File: src/source/ntt_pwm_pkg.sv
/*
 * shared constants and types of the masked pairwise-multiply engine
 */
`default_nettype none

package ntt_pwm_pkg;

    // coefficient and share format
    localparam int COEFF_W = 12;
    typedef logic [COEFF_W-1:0] coeff_t;
    // true value is (share 0 + share 1) mod q
    typedef coeff_t [1:0] masked_coeff_t;

    localparam coeff_t MLKEM_Q = 12'd3329;

    // refreshed sum of two share products fits in 25 bits
    localparam int PROD_W = 25;

    // floor(2^26 / q), exact to one subtraction for inputs below 2^25
    localparam int BARRETT_K = 26;
    localparam logic [15:0] BARRETT_M = 16'd20158;

    // --------------------
    // pipeline latencies
    localparam int REDUCE_LAT = 2;
    localparam int MULT_LAT = 2 + REDUCE_LAT;
    localparam int ADD_LAT = 1;
    localparam int PWM_LAT = 2 * MULT_LAT + 2 * ADD_LAT;

    localparam int RND_WORDS = 5;
    typedef coeff_t [RND_WORDS-1:0] rnd_words_t;

endpackage

`default_nettype wire
File: src/source/rnd_gen.sv
/*
 * LFSR stand-in for the entropy source, five refresh words below q per cycle
 */
`timescale 1ns/1ns
`default_nettype none

module rnd_gen #(
    parameter logic [63:0] LFSR_SEED = 64'h5a3c_96e1_0f2d_b487
) (
    input  logic                    clk,
    input  logic                    reset_n,
    input  logic                    zeroize,
    output ntt_pwm_pkg::rnd_words_t rnd
);

    // x^64 + x^63 + x^61 + x^60 + 1, right-shifting Galois form
    localparam logic [63:0] TAPS = 64'hd800_0000_0000_0000;

    logic [63:0] lfsr;

    always_ff @(posedge clk) begin
        if (!reset_n || zeroize) begin
            lfsr <= LFSR_SEED;
        end else begin
            lfsr <= {1'b0, lfsr[63:1]} ^ (lfsr[0] ? TAPS : 64'd0);
        end
    end

    // fold each 12-bit slice below q, slightly biased
    always_comb begin
        ntt_pwm_pkg::coeff_t slice;
        for (int i = 0; i < ntt_pwm_pkg::RND_WORDS; i++) begin
            slice = lfsr[i*ntt_pwm_pkg::COEFF_W +: ntt_pwm_pkg::COEFF_W];
            rnd[i] = (slice >= ntt_pwm_pkg::MLKEM_Q) ? slice - ntt_pwm_pkg::MLKEM_Q : slice;
        end
    end

endmodule

`default_nettype wire

File: config.mk
export PLATFORM = sky130hd
export DESIGN_NAME = rnd_gen
export DESIGN_NICKNAME = d
export VERILOG_FILES = /design/src/source/ntt_pwm_pkg.sv /design/src/source/rnd_gen.sv
export SDC_FILE = /design/constraint.sdc
export NUM_CORES = 1
export LEC_CHECK = 0
export BUFFER_PORTS_ARGS = -buffer_cell sky130_fd_sc_hd__buf_2
export CAP_MARGIN = 25
export CORE_MARGIN = 1.5
export CORE_UTILIZATION = 52
export DETAILED_ROUTE_END_ITERATION = 7
export GPL_ROUTABILITY_DRIVEN = 0
export GPL_TIMING_DRIVEN = 1
export PLACE_DENSITY_LB_ADDON = 0.3
export RECOVER_POWER = 25
export SLEW_MARGIN = 20
export SYNTH_ARGS = -nofsm -noshare
export SYNTH_HDL_FRONTEND = slang
export SYNTH_SLANG_ARGS = --single-unit
File: constraint.sdc
create_clock -name clk -period 6.2 [get_ports clk]
set_input_delay 0.62 -clock clk [delete_from_list [all_inputs] [get_ports clk]]
set_output_delay 0.62 -clock clk [all_outputs]
set_load 0.1 [all_outputs]
==> results of run 1 <==
## where the power goes
group	total (mW)	leakage (nW)	internal (mW)	switching (mW)
Clock	0.338	0.0925	0.194	0.144
Combinational	0.199	0.976	0.0373	0.161
Sequential	0.445	0.526	0.427	0.0175
Total	0.981	1.60	0.658	0.323
## final cells by class
cell class | instances | area, µm² | share of cell area [%]
clock buffers | 12 | 145 | 3.91
clock inverters | 3 | 42.5 | 1.14
inverters | 19 | 71.3 | 1.92
multi-input cells | 260 | 1770 | 47.6
flip-flops and latches | 64 | 1280 | 34.5
well taps | 75 | 93.8 | 2.53
repair buffers | 63 | 313 | 8.42
## worst max path at each step
stage / from / to / slack (ns)
6_report: lfsr[0] / rnd[9] / 2.77
5_1_grt: lfsr[0] / rnd[6] / 2.51
4_1_cts: lfsr[0] / rnd[9] / 2.74
3_5_place_dp: lfsr[0] / rnd[9] / 3.12
3_3_place_gp: lfsr[0] / rnd[9] / 3.16
2_1_floorplan: lfsr[16] / rnd[23] / 2.03
## through the flow
| stage | hold slack, ns | cell area, µm² |
|---|---|---|
| global placement | 0.412 | 3530 |
| floorplan | 0.406 | 3150 |
| finish | 0.424 | 3720 |
| detailed placement | 0.426 | 3530 |
| CTS | 0.429 | 3720 |
| global route | 0.434 | 3720 |
## synth_stat cells (4+ instances only)
library cell  count  area [µm²]
nor4_1            6        37.5
a21oi_1           7        35.0
nor2_1           25        93.8
nand4b_1          4        35.0
xor2_1           12         105
a21boi_0          6        45.0
nand2b_1         25         156
nand2_1          27         101
nor3_1            6        30.0
o21ai_0          15        75.1
nand3_1           7        35.0
clkbuf_1          8        30.0
and2_1           34         213
xnor2_1          28         245
dfxtp_1          64        1280
ha_1             10         125
nand4_1           4        25.0
inv_1            19        71.3
## cell families (layout without fill, tap and decap cells)
logic type                 after synthesis  count (layout)
AOI/OAI and AO/OA                       48              48
xor gates and xnor gates                40              40
adders and majority gates               10              10
buffers and inverters                   28              97
DFF                                     64              64
muxes                                    3               3
and+or+nand+nor                        159             159
## layer usage
metal / part of all wire, % / wire length, µm / GRT usage [%]
met4: 0.78 / 45 / 6.38
met1: 49 / 2810 / 22.5
met5: 0 / 0 / 0
met3: 4.0 / 232 / 6.29
met2: 46 / 2650 / 30.2
==> metrics.cfg, run 1 <==
[run_status]
status=complete, but fails checks
violations=capacitance limit, slew limit

[critical_path]
ff2ff_path_depth=2
cp-start-kind=flop
cp-end-kind=output pin
r2r_slack_ns=5.29
cp.required_ns=5.58
cp_max_fo=11
crit_family=compound AO/OA/AOI/OAI gates
cpMaxStageDelayCell=a21oi_1
crit_buf_inv=2
r2r-start=lfsr[0]
critPathKind=flop to output pin
worstPathCellList=inv_1 -> ha_1 -> nor3b_1 -> a21oi_1 -> nor2b_1 -> xor2_1 -> buf_2
r2r_end=lfsr[62]
cpPeakStageDelay_ns=0.64
crit_arrival_ns=2.81
critical_path_depth=7

[clock_network]
insertion_delay_ns=0.33
cts_setup_buffers=0
cts_max_path_buffers=2
tritoncts=built
path_clk_slew_ns=0.06
cts_sinks=64
htreeDepth=3
cts_buffers=9
cts_hold_buf=0
cts_resized=0
root_buffer=clkbuf_8

[power]
power.total_uw=981
peakVddDrop_uv=171
pwr_density_cell_mw_per_mm2=264
leakagePower_nw=1.60

[sta]
worst_pin_slew_ns=2.37
fin_ws_ns=2.77
relSlewSlack_pct=-58.0
setup_tns_ns=0
period_share_pct=55.3
hold_viol=0
fmax_mhz=292
setup_viol=0
rsz0062_at_grt=no
drv_slew=65
skew_ns=0.00665
period_minus_slack_ns=3.43

[die]
core_mm2=0.00589
die_area_mm2=0.00653
row_count=28
boundaryPins=63
die_h_um=80.8
start_util_pct=53.5
die_x_um=80.8

[global_routing]
antenna_found_initial=0
grt_start_max_net_pins=65
grt_pass1_wl_mm=9.42
track_usage_pct=18.4
grt_pass1_vias=2241
grt-ovfl-total=0

[placed_design]
place_inst=481
dp_hpwl_mm=4.01
pre_cts_slack_ns=3.12
io_buffers=62

[logic_synthesis]
synth-adder-area-share_pct=3.97
synth_top_family_by_area=simple AND/OR/NAND/NOR gates
synth-simple-area-share_pct=28.8
synth_seq_cells=64
synthMuxAreaShare_pct=0.994
synthXorXnorAreaFrac_pct=11.1
ys_seq_area_share_pct=40.7
syn-instance-count=352
synth_compound_area_share_pct=11.1
synthFlopType=dfxtp_1
yosys.cell_types.count=47
syn_nets=365
synth_edf_count=0
yosysWarnings=0
ys_async_sr_fraction_pct=0
synthesis.area_mm2=0.00315
avgSynthCellArea_um2=8.94

[detailed_routing]
routed_wl_mm=5.75
detail_route.first_pass.iterations=4
vias=2501
dr.first_iter.drc_count=125
wl_per_cell_um=11.6
avgViaCountPerCell=5.04
ant_nets=0
drc=0

[layout]
syn_to_final_growth_pct=18.0
drive_above_1_share_pct=20.2
final_cell_mix=dfxtp_1, buf_2, and2_1
largestRegisters=lfsr: 64 flops
largest_reg_flops=64
diodes=0
final_common_cell=dfxtp_1
final_util_pct=63.1
finalNonFillerCells=496
regMostFlops=lfsr
fin_nets=430
fillCellCount=523

[worst_hold_path]
hold_path_class=flop to flop
min_path_cells=1
hp-start=lfsr[62]
hold_end=lfsr[61]

[flow_run]
maxCapViolCount=1

(Power assumes the default switching activity.)
==> run 2: changes to the inputs <==
==> constraint.sdc (replaced) <==
create_clock -name clk -period 3.5 [get_ports clk]
set_input_delay 0.35 -clock clk [delete_from_list [all_inputs] [get_ports clk]]
set_output_delay 0.35 -clock clk [all_outputs]
set_load 0.1 [all_outputs]
==> metrics.cfg, run 2 (synthesis gave the netlist of run 1 again) <==
[layout]
multi_input_area_mm2=0.00181  ; +2.5%
largest_reg_flops=64  ; unchanged
regArea_mm2=0.00128  ; unchanged
largestRegisters=lfsr: 64 flops
fillCellCount=531  ; +1.5%
drive_above_1_share_pct=22.9  ; +2.7 points
fin_nets=431  ; +0.23%
syn_to_final_growth_pct=20.5
final_common_cell=dfxtp_1
diodes=0  ; unchanged
regMostFlops=lfsr
final_cell_mix=dfxtp_1, buf_2, nand2_1

[die]
die_x_um=80.8  ; unchanged
core_mm2=0.00589  ; unchanged
row_count=28  ; unchanged
boundaryPins=63  ; unchanged
die_area_mm2=0.00653  ; unchanged
start_util_pct=53.5  ; unchanged
die_h_um=80.8  ; unchanged

[critical_path]
r2r-start=lfsr[0]
crit_arrival_ns=2.73  ; -0.08 ns
r2r_slack_ns=2.65  ; -2.64 ns
ff2ff_path_depth=2  ; unchanged
cp-end-kind=output pin
cp.required_ns=3.15  ; -2.43 ns
r2r_end=lfsr[59]
critPathKind=flop to output pin
cp_max_fo=10  ; -1
cp-start-kind=flop

[sta]
period_share_pct=88.1
drv_slew=33  ; -49%
hold_viol=0  ; unchanged
setup_tns_ns=0  ; unchanged
relSlewSlack_pct=-28.2  ; +30 points
setup_viol=0  ; unchanged
worst_pin_slew_ns=1.92  ; -0.451 ns
rsz0062_at_grt=no
fmax_mhz=324
period_minus_slack_ns=3.08
skew_ns=0.0104  ; +0.00373 ns

[global_routing]
grt_pass1_wl_mm=9.99  ; +6.1%
grt-ovfl-total=0  ; unchanged
track_usage_pct=19.6  ; +1.2 points
antenna_found_initial=0  ; unchanged
grt_start_max_net_pins=34  ; -48%
grt_pass1_vias=2296  ; +2.5%

[placed_design]
dp_hpwl_mm=4.26  ; +6.3%
io_buffers=62  ; unchanged

[power]
power.total_mw=1.78  ; +81%
leakagePower_nw=1.66  ; +4.1%
switching_share_pct=33.1  ; +0.23 points
peakVddDrop_uv=221  ; +29%
seqPwrFrac_pct=44.4  ; -0.9 points
pwr_density_cell_mw_per_mm2=469  ; +77%
power_frac_comb_pct=19.9  ; -0.4 points
clkPwrFrac_pct=35.7  ; +1.3 points
p_switching_uw=589  ; +82%
p_int_mw=1.19  ; +80%

[detailed_routing]
wl_per_cell_um=11.8  ; +2.1%
detail_route.first_pass.iterations=4  ; unchanged
ant_nets=0  ; unchanged
dr.first_iter.drc_count=69  ; -45%
vias=2507  ; +0.24%
drc=0  ; unchanged
routed_wl_mm=5.89  ; +2.5%
avgViaCountPerCell=5.03  ; -0.16%

[worst_hold_path]
hold_path_class=flop to flop
hp-start=lfsr[62]
hold_end=lfsr[61]
min_path_cells=1  ; unchanged

[run_status]
violations=capacitance limit, slew limit
status=complete, but fails checks

[clock_network]
root_buffer=clkbuf_8
path_clk_slew_ns=0.07  ; about the same
cts_buffers=9  ; unchanged
cts_sinks=64  ; unchanged
cts_hold_buf=0  ; unchanged
tritoncts=built
cts_setup_buffers=0  ; unchanged
cts_max_path_buffers=2  ; unchanged
insertion_delay_ns=0.34  ; about the same
cts_resized=0  ; unchanged
htreeDepth=3  ; unchanged

[flow_run]
maxCapViolCount=1  ; unchanged

## run 2: changes by cell type in the layout (fill, tap and decap cells not counted), sizes merged
cell and change:
buf +3, clkbuf -3, clkinv +1, clkinvlp +1
## run 2: worst max path at each step
stage	start	to	slack, ns	depth (start not counted)
floorplan	lfsr[24]	rnd[25]	0.01	6
detailed placement	lfsr[48]	rnd[50]	0.77	8
global route	lfsr[48]	rnd[50]	0.21	8
finish	lfsr[48]	rnd[50]	0.42	8
global placement	lfsr[48]	rnd[51]	0.90	8
CTS	lfsr[48]	rnd[50]	0.40	8
## run 2: final cells by class
cell class	count	share of cell area (%)
Multi-Input combinational cell	260	47.8
Sequential cell	64	33.8
Timing Repair Buffer	64	8.58
Clock buffer	11	3.99
Tap cell	75	2.47
Inverter	19	1.88
Clock inverter	5	1.45
## run 2: critical path, cell delays in order (launching register included)
cell and delay [ns]:
dfxtp_1 0.36, inv_1 0.10, ha_1 0.17, or4b_1 0.46, nand2b_4 0.18, o31ai_4 0.41
nor2_1 0.10, xor2_1 0.16, buf_2 0.45
## run 2: metal layers
layer  part of all wire, %  vias to the layer above  wire (µm)  track usage (%)
met1                    46                     1148       2690             23.5
li1                      -                     1314          -                -
met3                   3.3                        4        195             5.39
met2                    50                       41       2960             33.2
met5                     0                        -          0                0
met4                  0.78                        0         46             7.93
## run 2: power groups by stage
stage,combinational (mW),sequential (mW),clock (mW)
2_1_floorplan,0.313,0.796,0
3_3_place_gp,0.352,0.804,0
3_5_place_dp,0.355,0.805,0
4_1_cts,0.356,0.789,0.654
5_1_grt,0.370,0.794,0.684
6_report,0.353,0.789,0.635
## run 2: per-stage QoR
stage	util [%]	cells	setup WS, ns	hold slack (ns)	area [µm²]
floorplan	-	352	0.0119	0.406	3200
global placement	61.1	482	0.900	0.418	3590
detailed placement	61.1	482	0.775	0.417	3590
CTS	64.6	498	0.401	0.353	3800
global route	64.4	498	0.210	0.460	3790
finish	64.4	498	0.416	0.441	3790
